[src/common/lookup_pkg.sv]
`default_nettype none

package lookup_pkg;

	localparam int X_W    = 24;             // latitude and table x
	localparam int Y_W    = 32;             // table y and result
	localparam int ADDR_W = 7;              // 128 table entries
	localparam int NUM_W  = X_W + Y_W + 1;  // interpolation numerator

	typedef logic [X_W-1:0]    coord_t;
	typedef logic [Y_W-1:0]    value_t;
	typedef logic [ADDR_W-1:0] table_addr_t;
	typedef logic [NUM_W-1:0]  numerator_t;

	// control phases of one lookup
	typedef enum logic [2:0] {
		ph_idle,
		ph_scan,
		ph_term0,   // y0 * (x1 - x0)
		ph_term1,   // (y1 - y0) * (lat - x0)
		ph_divide,
		ph_done
	} lookup_phase_e;

endpackage

`default_nettype wire

[src/source/lookup_control.sv]
`timescale 1ns/1ps
`default_nettype none

module lookup_control import lookup_pkg::*; #(
	parameter int MUL_CYCLES = 5
) (
	input  logic   clk,
	input  logic   reset_n,
	input  logic   den,
	input  coord_t lat_in,
	input  logic   found,
	input  logic   div_done,
	output coord_t lat_q,
	output logic   scan_en,
	output logic   term_sel,
	output logic   mul_capture,
	output logic   div_start,
	output logic   valid
);

	localparam int CNT_W = $clog2(MUL_CYCLES + 1);
	localparam logic [CNT_W-1:0] MUL_LAST = CNT_W'(MUL_CYCLES - 1);

	lookup_phase_e    phase;
	logic [CNT_W-1:0] cnt;

	always_ff @(posedge clk or negedge reset_n) begin
		if (!reset_n) begin
			phase <= ph_idle;
			cnt   <= '0;
		end else begin
			case (phase)
				ph_idle: if (den) phase <= ph_scan;   // den while busy falls through
				ph_scan: begin
					cnt <= '0;
					if (found) phase <= ph_term0;
				end
				ph_term0, ph_term1: begin
					if (cnt == MUL_LAST) begin
						cnt   <= '0;
						phase <= (phase == ph_term0) ? ph_term1 : ph_divide;
					end else begin
						cnt <= cnt + 1'b1;
					end
				end
				ph_divide: begin
					cnt <= CNT_W'(1);   // start already issued
					if (div_done) phase <= ph_done;
				end
				ph_done: phase <= ph_idle;
				default: phase <= ph_idle;
			endcase
		end
	end

	// latitude only taken when a new lookup starts
	always_ff @(posedge clk) begin
		if (phase == ph_idle && den) lat_q <= lat_in;
	end

	assign scan_en     = (phase == ph_scan);
	assign term_sel    = (phase == ph_term1);
	assign mul_capture = (phase == ph_term0 || phase == ph_term1) && (cnt == MUL_LAST);
	assign div_start   = (phase == ph_divide) && (cnt == '0);
	assign valid       = (phase == ph_done);   // one cycle after div_done

endmodule

`default_nettype wire

[config.mk]
export PLATFORM = sky130hd
export DESIGN_NAME = lookup_control
export DESIGN_NICKNAME = d
export VERILOG_FILES = /design/src/common/lookup_pkg.sv /design/src/source/lookup_control.sv
export SDC_FILE = /design/constraint.sdc
export NUM_CORES = 1
export LEC_CHECK = 0
export ABC_AREA = 1
export CORE_AREA = 4 4 49 51
export DETAILED_ROUTE_END_ITERATION = 8
export DIE_AREA = 0 0 53 55
export DONT_BUFFER_PORTS = 1
export PLACE_DENSITY_LB_ADDON = 0.05
export RECOVER_POWER = 25
export SYNTH_ARGS = -nofsm -noshare
export SYNTH_HDL_FRONTEND = slang
export SYNTH_SLANG_ARGS = --single-unit
[constraint.sdc]
create_clock -name clk -period 3.8 [get_ports clk]
set_clock_uncertainty 0.1 [all_clocks]
set_input_delay 0.19 -clock clk [delete_from_list [all_inputs] [get_ports clk]]
set_output_delay 0.19 -clock clk [all_outputs]
set_load 0.005 [all_outputs]
Word-level counts from Yosys, hierarchy flattened
Cells that the tools add are included.
{"block": "totals", "regBits": 30, "in_bits": 29, "word_cells": 31}
{"block": "op_classes", "add_sub_neg": 1, "n_eq_ne": 10, "n_mux": 8, "reduce_logical": 9}
{"cell": "3-bit 2-to-1 mux", "n": 6}
{"cell": "3-bit one-hot mux with 4 select lines", "n": 1}
{"cell": "3-bit equality test (second input constant)", "n": 3}
{"cell": "3-bit one-hot mux with 3 select lines", "n": 1}
{"cell": "2-bit != test (second input constant)", "n": 4}
{"cell": "3-bit by 2-bit equality test with 1-bit output (second input constant)", "n": 2}
{"cell": "3-bit zero test", "n": 2}
{"cell": "4-bit AND reduction", "n": 1}
{"cell": "3-bit by 1-bit adder with 3-bit output (second input constant)", "n": 1}
{"cell": "3-bit by 1-bit equality test with 1-bit output (second input constant)", "n": 1}
{"cell": "1-bit logical AND", "n": 3}
{"cell": "3-bit nonzero test", "n": 1}
{"cell": "2-bit OR reduction", "n": 1}
{"cell": "1-bit logical OR", "n": 1}

Logic depth before layout (Yosys ltp)
Gate-level depths: netlist of run 1.
{"block": "depth", "word_depth": 4, "mapped_depth": 8, "mapped_depth_nobuf": 8}

Least setup slack after synthesis of run 1
OpenSTA, ideal clock, no wires.
{"block": "synth_timing", "path_type": "reg2reg", "start": "reg phase[0]", "end": "reg lat_q[0] (enable)", "arrival_ps": 2265, "path_slack_ps": 999, "path_stages_with_launch": 4, "n_path_buf": 0, "period_less_slack_ps": 2801, "cell_sequence": "dfrtp_1 inv_1 nand2_1 nor3_1"}
{"block": "synth_via", "elab_chain_cells": 2}
{"item": "start: declaration", "line_no": "lookup_control.sv:24", "source": "lookup_phase_e phase;"}
{"item": "start signal: assignment", "line_no": "lookup_control.sv:29", "source": "phase <= ph_idle;"}
{"item": "start signal: assignment", "line_no": "lookup_control.sv:33", "source": "ph_idle: if (den) phase <= ph_scan;"}
{"item": "start signal: assignment", "line_no": "lookup_control.sv:36", "source": "if (found) phase <= ph_term0;"}
{"item": "3-bit zero test", "line_no": "lookup_control.sv:58", "source": "if (phase == ph_idle && den) lat_q <= lat_in;"}
{"item": "1-bit logical AND", "line_no": "lookup_control.sv:58"}
{"item": "end signal: assignment", "line_no": "lookup_control.sv:58"}
{"item": "end: declaration", "line_no": "lookup_control.sv:13", "source": "output coord_t lat_q,"}
Every way passes these cells.
A chain may end at the register's enable or synchronous reset.

Worst setup path in the final report of run 1
{"block": "layout_timing", "start": "reg phase[1]", "end": "out div_start"}
{"block": "layout_via", "elab_chain_cells": 2}
{"item": "3-bit equality test", "line_no": "lookup_control.sv:64", "source": "assign div_start = (phase == ph_divide) && (cnt == '0);"}
{"item": "1-bit logical AND", "line_no": "lookup_control.sv:64"}
{"item": "end: declaration", "line_no": "lookup_control.sv:17", "source": "output logic div_start,"}
Every way passes these cells.

==> Implementation_results.wiki, run 1 <==
{| class="wikitable"
! Metric !! Value
|-
| Slowest-stage cell, CP || sky130_fd_sc_hd__dfrtp_1
|-
| Synth warn || 0
|-
| Mean instance size in the synthesized netlist || 13.1 µm²
|-
| Die Height || 55 µm
|-
| Share of layout cells above drive strength 1 || 0.132
|-
| Area of the die || 2920 µm²
|-
| Drt first pass iters || 4
|-
| Worst hold path class || in2reg
|-
| Unrepaired setup endpoints after global routing || no
|-
| Worst path most repeated cell || sky130_fd_sc_hd__nor2_1
|-
| # rows || 16
|-
| CTS tree || done
|-
| Total negative slack || 0 ns
|-
| Sequential power share || 0.522
|-
| Part of the total power dissipated in the clock network || 0.201
|-
| Relative area change from synthesis to final layout || 31.3%
|-
| Switching portion of total power || 0.335
|-
| Sequence of cells on the critical path || nor2_1, nand2_1, nor2_1
|-
| WL per Instance || 15.9 µm
|-
| Total inserted antenna cells || 0
|-
| Cell with the most instances after synthesis || sky130_fd_sc_hd__edfxtp_1
|-
| Time the final worst path needs with I/O delays and setup || 1.61 ns
|-
| Int Pwr || 0.000621 W
|-
| Post-detailed-route via-to-cell ratio || 5.27
|-
| Worst voltage drop across the vdd grid || 0.452 mV
|-
| Clk Tree Root Cell || sky130_fd_sc_hd__clkbuf_4
|-
| Largest cells by area after synthesis || sky130_fd_sc_hd__edfxtp_1, sky130_fd_sc_hd__dfrtp_1, sky130_fd_sc_hd__nand2_1, sky130_fd_sc_hd__nand3_1, sky130_fd_sc_hd__inv_1
|-
| Number of gates given a new drive strength after cts || 0
|-
| Final estimated routing congestion in global placement || 0.856
|-
| Switching power total || 0.000312 W
|-
| Mapped Nets || 118
|-
| Routed via count || 780
|-
| Total wirelength of the detailed-routed design || 2360 µm
|-
| Total of buffers placed on input and output ports || 0
|-
| Effective utilization at floorplan || 0.587
|-
| Fin nets || 151
|-
| Maximum number of pins on one net before global-route repair || 25
|-
| Max Clock Freq || 622 MHz
|-
| Netlist cell types || 17
|-
| Post-CTS clock slew at the launch and capture registers of the worst setup and hold paths || 0.08 ns
|-
| Final cycle utilization of the critical path || 0.423
|-
| Number of filler cells placed in the layout || 131
|-
| First-pass GRT wire length || 3460 µm
|-
| Pwr per Cell Area || 624 nW/µm²
|-
| Combinational share of power || 0.277
|-
| Setup repair bufs after CTS || 0
|-
| Die X || 53 µm
|-
| Antenna violations before repair || 0
|-
| Ys async rst share || 0.200
|-
| DRC violations left || 0
|-
| Flops & latches, synth || 30
|-
| Vias in the first global route || 746
|-
| Result of the run || completed
|-
| Combined area of all synthesized cells || 1140 µm²
|-
| Gate count of the mapped netlist || 87
|-
| GRT Overall Usage || 0.186
|-
| Number of synthesized flops with an enable pin || 24
|-
| Category of the worst setup path capture point || primary output
|-
| Worst setup path class || reg2out
|-
| Dominant delay contributor by cell family on the critical path || simple AND/OR/NAND/NOR gates
|-
| Longest Clk Path Bufs || 2
|-
| Commonest cells in the netlist || sky130_fd_sc_hd__edfxtp_1, sky130_fd_sc_hd__nand2_1, sky130_fd_sc_hd__inv_1
|-
| Worst max-slew margin expressed relative to the limit || 0.794
|-
| Synth top area share || 0.632
|-
| Final core utilization || 0.771
|-
| CTS sink count || 30
|-
| Post-synth top flop || sky130_fd_sc_hd__edfxtp_1
|-
| Cell taking the most area after synthesis || sky130_fd_sc_hd__edfxtp_1
|-
| Total CTS buffers || 5
|-
| Number of hold-slack violations in the final timing report || 0
|-
| Type of element launching the critical path || register
|-
| Setup violations, final || 0
|-
| Boundary pin count || 58
|-
| Starting DRT DRC Count || 11
|-
| Cell leakage power || 0.612 nW
|-
| Final slew viol count || 0
|-
| Count of buffer and inverter cells on the critical path || 0
|-
| Remaining Overflow, GRT || 0
|-
| Std-Cell Core Area || 1940 µm²
|-
| Number of max-capacitance violations reported || 0
|-
| CTS HTree Levels || 2
|-
| Part of the Yosys area used for sequential elements || 0.764
|-
| Residual antenna-violating net count after detailed routing || 0
|-
| Measured slew at the worst slew-check pin || 0.309 ns
|-
| Required arrival time at the worst endpoint || 3.51 ns
|-
| Half-perimeter wire length of the detailed placement result || 1610 µm
|-
| Worst path arrival time || 1.32 ns
|-
| Latest clock arrival within the worst-skew pair || 0.32 ns
|-
| Crit-path max FO || 7
|-
| Max stage delay on crit path || 0.46 ns
|}
==> cell usage in the layout (no fill, tap or decap), drive strengths merged, types with 2 or more instances in the layout <==
cell type,n
nor3,2
nand3,7
nor2,8
dfrtp,6
ha,2
edfxtp,24
dlygate4sd3,25
nand2,17
a21oi,2
clkbuf,7
o21ai,3
inv,12
==> layer usage <==
layer | up-vias | GRT usage | wire length [µm]
li1 | 363 | - | -
met1 | 361 | 0.196 | 919
met2 | 50 | 0.308 | 1200
met3 | 6 | 0.0724 | 197
met4 | 0 | 0.128 | 44
met5 | - | 0 | 0
==> power groups by stage <==
| stage | Combinational (W) | Clock [W] | Sequential (W) |
|---|---|---|---|
| floorplan | 0.000182 | 0 | 0.000484 |
| detailed placement | 0.000233 | 0 | 0.000495 |
| global placement | 0.000227 | 0 | 0.000490 |
| CTS | 0.000258 | 0.000196 | 0.000487 |
| global route | 0.000294 | 0.000213 | 0.000497 |
| finish | 0.000259 | 0.000187 | 0.000487 |
==> cell families after synthesis <==
logic type,after synthesis,share of synthesized area
flops,30,0.764
buf+inv,12,0.0395
fa+ha+maj,2,0.0220
compound gates,7,0.0351
simple gates,36,0.139
==> metrics by stage <==
stage          total power, W  hold slack [ns]  instance area, µm²  setup slack (ns)  cells
2_1_floorplan        0.000666           -0.206                1140             0.999     87
3_3_place_gp         0.000717           -0.205                1190              2.32    115
3_5_place_dp         0.000728           -0.205                1190              2.28    115
4_1_cts              0.000941           0.0174                1500              2.18    148
5_1_grt               0.00100           0.0323                1500              2.01    148
6_report             0.000933           0.0250                1500              2.19    148
==> flip-flops by register name (all words and copies together) (netlist names) <==
name and flops:
lat_q 24, cnt 3, phase 3
==> worst reg2reg max path: cells and delay by family (launching register included) <==
kind | cells | cell delay [ns]
buf+inv | 2 | 0.48
flops | 1 | 0.43
simple gates | 2 | 0.22
==> worst paths after layout <==
| kind | start | endpoint | slack, ns | depth (start not counted) |
|---|---|---|---|---|
| worst max-delay path | phase[1] | div_start | 2.19 | 3 |
| worst min-delay path | div_done | phase[2] | 0.02 | 3 |
| worst max register to register | phase[0] | lat_q[4] | 2.25 | 4 |
| worst min register to register | cnt[1] | cnt[1] | 0.48 | 2 |
| max in group asynchronous | reset_n | cnt[0] | 3.30 | 1 |
| min in group asynchronous | reset_n | cnt[2] | 0.08 | 1 |
==> timing repair <==
action,in CTS,in global routing
endpoints found under the setup margin,0,0
hold buffers,25,0
endpoints found under the hold margin,30,0
==> cell type report <==
cell class | instances | area (µm²) | share of cell area
Tap cell | 27 | 33.8 | 0.0226
Sequential cell | 30 | 871 | 0.582
Clock buffer | 7 | 55.1 | 0.0368
Multi-Input combinational cell | 45 | 229 | 0.153
Clock inverter | 1 | 5.00 | 0.00334
Inverter | 12 | 45.0 | 0.0301
Timing Repair Buffer | 26 | 258 | 0.172
No activity file was read; power rests on OpenSTA's default activity.
==> run 2: changes to the inputs <==
ABC_AREA = 0   (was 1)
CORE_AREA = 4 4 52 54   (was 4 4 49 51)
DIE_AREA = 0 0 56 58   (was 0 0 53 55)
clock period = 1.34 ns   (was 3.8 ns; I/O delays follow)
==> Implementation_results.wiki, run 2 <==
{| class="wikitable"
! Metric !! Value
|-
| Post-detailed-route via-to-cell ratio || 5.54
|-
| Synth warn || 0
|-
| Longest Clk Path Bufs || 2
|-
| Number of synthesized flops with an enable pin || 24
|-
| Flops & latches, synth || 30
|-
| Required arrival time at the worst endpoint || 1.29 ns
|-
| Residual antenna-violating net count after detailed routing || 0
|-
| Violated checks || setup timing
|-
| Max stage delay on crit path || 0.46 ns
|-
| Final critical-path setup slack || -0.274 ns
|-
| Gate count of the mapped netlist || 68
|-
| Slowest-stage cell, CP || sky130_fd_sc_hd__dfrtp_2
|-
| Total negative slack || -6.77 ns
|-
| Worst hold path class || in2reg
|-
| Clk Tree Root Cell || sky130_fd_sc_hd__clkbuf_4
|-
| Sequential power share || 0.413
|-
| Total inserted antenna cells || 0
|-
| Area used by multi-input combinational logic || 350 µm²
|-
| Part of the total power dissipated in the clock network || 0.145
|-
| Relative area change from synthesis to final layout || 65.3%
|-
| Netlist cell types || 22
|-
| Combined area of all synthesized cells || 1130 µm²
|-
| Worst setup path class || reg2reg
|-
| Most common cell after layout, fill and taps aside || sky130_fd_sc_hd__dlygate4sd3_1
|-
| Number of filler cells placed in the layout || 115
|-
| Cell with the most instances after synthesis || sky130_fd_sc_hd__edfxtp_1
|-
| Biggest register || lat_q
|-
| Final slew viol count || 0
|-
| Mapped Nets || 99
|-
| Post-CTS clock slew at the launch and capture registers of the worst setup and hold paths || 0.09 ns
|-
| Unrepaired setup endpoints after global routing || yes
|-
| Ys async rst share || 0.200
|-
| Total of buffers placed on input and output ports || 0
|-
| DRC violations left || 0
|-
| Number of max-capacitance violations reported || 0
|-
| Starting DRT DRC Count || 26
|-
| Cell leakage power || 0.715 nW
|-
| CTS sink count || 30
|-
| Post-Place Worst Slack || -0.0938 ns
|-
| Worst voltage drop across the vdd grid || 1.45 mV
|-
| Pwr per Cell Area || 1840 nW/µm²
|-
| Share of layout cells above drive strength 1 || 0.400
|-
| Highest-count cells in the layout ignoring fill and taps || sky130_fd_sc_hd__dlygate4sd3_1, sky130_fd_sc_hd__edfxtp_1, sky130_fd_sc_hd__buf_6
|-
| CTS tree || done
|-
| Int Pwr || 0.00229 W
|-
| Setup violations, final || 30
|-
| Combinational share of power || 0.442
|-
| Measured slew at the worst slew-check pin || 0.394 ns
|-
| Category of the worst setup path capture point || register
|-
| Effective utilization at floorplan || 0.510
|-
| Latest clock arrival within the worst-skew pair || 0.32 ns
|-
| Maximum number of pins on one net before global-route repair || 25
|-
| Boundary pin count || 58
|-
| Vias in the first global route || 840
|-
| Combined flip-flop and latch cell area || 875 µm²
|-
| Post-synth top flop || sky130_fd_sc_hd__edfxtp_1
|-
| Final cycle utilization of the critical path || 1.20
|-
| Cell taking the most area after synthesis || sky130_fd_sc_hd__edfxtp_1
|-
| Number of hold-slack violations in the final timing report || 0
|-
| Sequence of cells on the critical path || buf_6, nor4b_4, buf_6, clkbuf_16
|-
| # rows || 17
|-
| Part of the Yosys area used for sequential elements || 0.772
|-
| Final estimated routing congestion in global placement || 0.739
|-
| Worst path most repeated cell || sky130_fd_sc_hd__buf_6
|-
| Max Clock Freq || 620 MHz
|-
| Time the final worst path needs with I/O delays and setup || 1.61 ns
|-
| Cells after DPL || 104
|-
| Drt first pass iters || 4
|-
| Worst path arrival time || 1.56 ns
|-
| Largest cells by area after synthesis || sky130_fd_sc_hd__edfxtp_1, sky130_fd_sc_hd__dfrtp_1, sky130_fd_sc_hd__mux2_2, sky130_fd_sc_hd__ha_1, sky130_fd_sc_hd__nor3b_1
|-
| Largest registers ranked by flip-flop count || lat_q: 24 flops, cnt: 3 flops, phase: 3 flops
|-
| Half-perimeter wire length of the detailed placement result || 1650 µm
|-
| Antenna violations before repair || 0
|-
| Synth top area share || 0.639
|-
| Mean instance size in the synthesized netlist || 16.6 µm²
|-
| Type of element launching the critical path || register
|-
| Commonest cells in the netlist || sky130_fd_sc_hd__edfxtp_1, sky130_fd_sc_hd__dfrtp_1, sky130_fd_sc_hd__nand2_1
|-
| WL per Instance || 23.3 µm
|-
| Result of the run || complete, but fails checks
|-
| CTS HTree Levels || 2
|-
| First-pass GRT wire length || 4200 µm
|-
| Total CTS buffers || 5
|-
| GRT Overall Usage || 0.176
|-
| Largest register FFs || 24
|-
| Area of the die || 3250 µm²
|-
| Worst max-slew margin expressed relative to the limit || 0.737
|-
| Final Instance Count excl. Fillers || 153
|-
| Die X || 56 µm
|-
| Remaining Overflow, GRT || 0
|-
| Switching portion of total power || 0.332
|-
| Routed via count || 848
|-
| Std-Cell Core Area || 2210 µm²
|-
| Crit-path max FO || 6
|-
| Die Height || 58 µm
|-
| Switching power total || 0.00114 W
|-
| Total wirelength of the detailed-routed design || 3570 µm
|-
| Fin nets || 155
|}
==> run 2: final cells by class <==
cell class | instances | share of cell area
flip-flops and latches | 30 | 0.469
repair buffers | 51 | 0.290
multi-input cells | 33 | 0.188
clock buffers | 7 | 0.0241
well taps | 28 | 0.0188
inverters | 3 | 0.00872
clock inverters | 1 | 0.00201
==> run 2: what timing repair did <==
item                                    CTS  global route
hold endpoints to repair                 32             0
endpoints found under the setup margin   32            32
cloned                                    0             3
hold buffers                             29             0
pin swaps                                 4             6
resized for setup                        20            18
setup buffers                             5             5
==> run 2: final timing paths <==
check | startpoint | endpoint | slack, ns | depth (start not counted)
setup / recovery | phase[1] | lat_q[12] | -0.27 | 4
hold / removal | den | lat_q[14] | 0.18 | 3
setup reg to reg | phase[1] | lat_q[12] | -0.27 | 4
hold reg to reg | phase[1] | phase[0] | 0.57 | 3
max in group asynchronous | reset_n | phase[1] | 0.36 | 2
min in group asynchronous | reset_n | cnt[0] | 0.51 | 2
==> run 2: logic make-up (layout without fill, tap and decap cells) <==
group,count (synthesis),in the layout,synth area share
mux,3,3,0.0299
flops,30,30,0.772
fa+ha+maj,2,2,0.0222
buf+inv,5,62,0.0233
simple gates,21,21,0.106
compound gates,7,7,0.0466
==> run 2: layer usage <==
metal	GRT usage	part of all wire
met5	0	0
met2	0.317	0.53
met1	0.182	0.39
met3	0.0780	0.065
met4	0.0610	0.012
==> run 2: worst max-delay path: cells and delay by family, from the launching register on <==
family        cells  cell delay, ns
simple gates      1            0.31
buf+inv           3            0.48
flops             1            0.46
==> run 2: per-stage QoR <==
stage	util	cell area (µm²)	hold WS [ns]	power, W
final	0.843	1870	0.184	0.00343
after global placement	0.566	1250	-0.328	0.00212
after floorplan	-	1150	-0.329	0.00183
after CTS	0.769	1700	0.0935	0.00295
after global routing	0.843	1870	0.176	0.00361
after detailed placement	0.566	1250	-0.328	0.00215
==> run 2: power by group through the flow <==
stage	clock, W	sequential, W	combinational (W)
floorplan	0	0.00136	0.000475
global placement	0	0.00138	0.000735
detailed placement	0	0.00140	0.000752
CTS	0.000488	0.00138	0.00108
global route	0.000546	0.00143	0.00162
finish	0.000498	0.00142	0.00151
==> run 3: changes to the inputs <==
CORE_AREA = 4 4 50 52   (was 4 4 52 54)
CTS_BUF_LIST = sky130_fd_sc_hd__clkbuf_4   (was default)
DIE_AREA = 0 0 54 56   (was 0 0 56 58)
REMOVE_ABC_BUFFERS = 1   (was default)
SKIP_CTS_REPAIR_TIMING = 1   (was default)
==> Implementation_results.wiki, run 3 (synthesis gave the netlist of run 2 again) <==
{| class="wikitable"
! Metric !! Value
|-
| Result of the run || complete, but fails checks
|-
| Violated checks || setup timing
|-
| Total inserted antenna cells || 0
|-
| Total cell area at the placement stage || 1250 µm²
|-
| Total of buffers placed on input and output ports || 0
|-
| Measured slew at the worst slew-check pin || 0.322 ns
|-
| Boundary pin count || 58
|-
| Longest Clk Path Bufs || 2
|-
| Switching power total || 0.00107 W
|-
| GRT Overall Usage || 0.148
|-
| Die X || 54 µm
|-
| Sum of internal, switching and leakage power || 0.00323 W
|-
| Area of the die || 3020 µm²
|-
| Post-CTS clock slew at the launch and capture registers of the worst setup and hold paths || 0.10 ns
|-
| Crit-path max FO || 12
|-
| Final critical-path setup slack || -0.179 ns
|-
| Number of hold-slack violations in the final timing report || 0
|-
| Part of the total power dissipated in the clock network || 0.163
|-
| Worst path arrival time || 1.47 ns
|-
| Required arrival time at the worst endpoint || 1.29 ns
|-
| Setup violations, final || 32
|-
| Relative area change from synthesis to final layout || 62.2%
|-
| Largest registers ranked by flip-flop count || lat_q: 24 flops, cnt: 3 flops, phase: 3 flops
|-
| Worst setup path class || reg2reg
|-
| Fin nets || 158
|-
| Unrepaired setup endpoints after global routing || yes
|-
| WL per Instance || 19.8 µm
|-
| DRC violations left || 0
|-
| Residual antenna-violating net count after detailed routing || 0
|-
| Cell leakage power || 0.719 nW
|-
| Type of element launching the critical path || register
|-
| Final estimated routing congestion in global placement || 0.833
|-
| Latest clock arrival within the worst-skew pair || 0.33 ns
|-
| Total wirelength of the detailed-routed design || 3080 µm
|-
| Time the final worst path needs with I/O delays and setup || 1.52 ns
|-
| Pwr per Cell Area || 1760 nW/µm²
|-
| CTS HTree Levels || 2
|-
| Sequential power share || 0.419
|-
| Clk Tree Root Cell || sky130_fd_sc_hd__clkbuf_4
|-
| Number of filler cells placed in the layout || 92
|-
| Vias in the first global route || 604
|-
| Total CTS buffers || 5
|-
| Combinational share of power || 0.418
|-
| Worst max-slew margin expressed relative to the limit || 0.784
|-
| CTS tree || done
|-
| Share of layout cells above drive strength 1 || 0.383
|-
| CTS sink count || 30
|-
| Biggest register || lat_q
|-
| Max Clock Freq || 658 MHz
|-
| Largest register FFs || 24
|-
| Remaining Overflow, GRT || 0
|-
| Starting DRT DRC Count || 27
|-
| First-pass GRT wire length || 2920 µm
|-
| Worst-case hold slack || 0.162 ns
|-
| Highest-count cells in the layout ignoring fill and taps || sky130_fd_sc_hd__dlygate4sd3_1, sky130_fd_sc_hd__edfxtp_1, sky130_fd_sc_hd__buf_4
|-
| Category of the worst setup path capture point || register
|-
| Final cycle utilization of the critical path || 1.13
|-
| Post-Place Worst Slack || -0.0782 ns
|-
| Post-detailed-route via-to-cell ratio || 5.35
|-
| Die Height || 56 µm
|-
| Worst voltage drop across the vdd grid || 1.50 mV
|-
| Switching portion of total power || 0.332
|-
| Final slew viol count || 0
|-
| Half-perimeter wire length of the detailed placement result || 1540 µm
|-
| Number of max-capacitance violations reported || 0
|-
| Maximum number of pins on one net before global-route repair || 25
|-
| Drt first pass iters || 4
|-
| Int Pwr || 0.00216 W
|-
| Effective utilization at floorplan || 0.536
|-
| Most common cell after layout, fill and taps aside || sky130_fd_sc_hd__dlygate4sd3_1
|-
| Final non-filler cell area || 1830 µm²
|-
| Worst hold path class || in2reg
|-
| # rows || 17
|-
| Routed via count || 834
|-
| Final core utilization || 0.869
|-
| Std-Cell Core Area || 2110 µm²
|-
| Antenna violations before repair || 0
|}
==> run 3: per-layer routing <==
layer  wire (µm)  global-route usage
met5           0                   0
met4          58              0.0747
met3         182               0.107
met2        1740               0.234
met1        1100               0.137
==> run 3: path summary, 6_finish.rpt <==
kind,slack [ns],from,cells past startpoint,end
max,-0.18,phase[1],4,lat_q[7]
min,0.16,den,3,lat_q[19]
max reg2reg,-0.18,phase[1],4,lat_q[7]
min reg2reg,0.53,cnt[0],3,cnt[0]
max in group asynchronous,0.41,reset_n,2,cnt[2]
min in group asynchronous,0.49,reset_n,2,phase[1]
==> run 3: worst max-delay path, stage by stage (launching register included) <==
cell and delay, ns:
sky130_fd_sc_hd__dfrtp_1 0.42, sky130_fd_sc_hd__buf_4 0.15, sky130_fd_sc_hd__nor4b_4 0.26, sky130_fd_sc_hd__buf_6 0.16, sky130_fd_sc_hd__buf_12 0.13
==> run 3: power groups by stage <==
stage,combinational [W],sequential (W),clock (W)
floorplan,0.000387,0.00139,0
global placement,0.000748,0.00135,0
detailed placement,0.000761,0.00136,0
CTS,0.000763,0.00134,0.000518
global route,0.00145,0.00137,0.000575
finish,0.00135,0.00135,0.000526
==> run 3: area by class of cell <==
type | instances | area (µm²) | area share
clock inverters | 3 | 16.3 | 0.00889
inverters | 3 | 11.3 | 0.00615
well taps | 28 | 35.0 | 0.0191
flip-flops and latches | 30 | 871 | 0.476
repair buffers | 54 | 538 | 0.294
multi-input cells | 33 | 322 | 0.176
clock buffers | 5 | 37.5 | 0.0205
==> run 3: metrics by stage <==
step,instances,TNS [ns]
floorplan,66,-55.37
global placement,105,-0.452
detailed placement,105,-1.92
CTS,113,-3.11
global route,156,-6.03
finish,156,-4.75
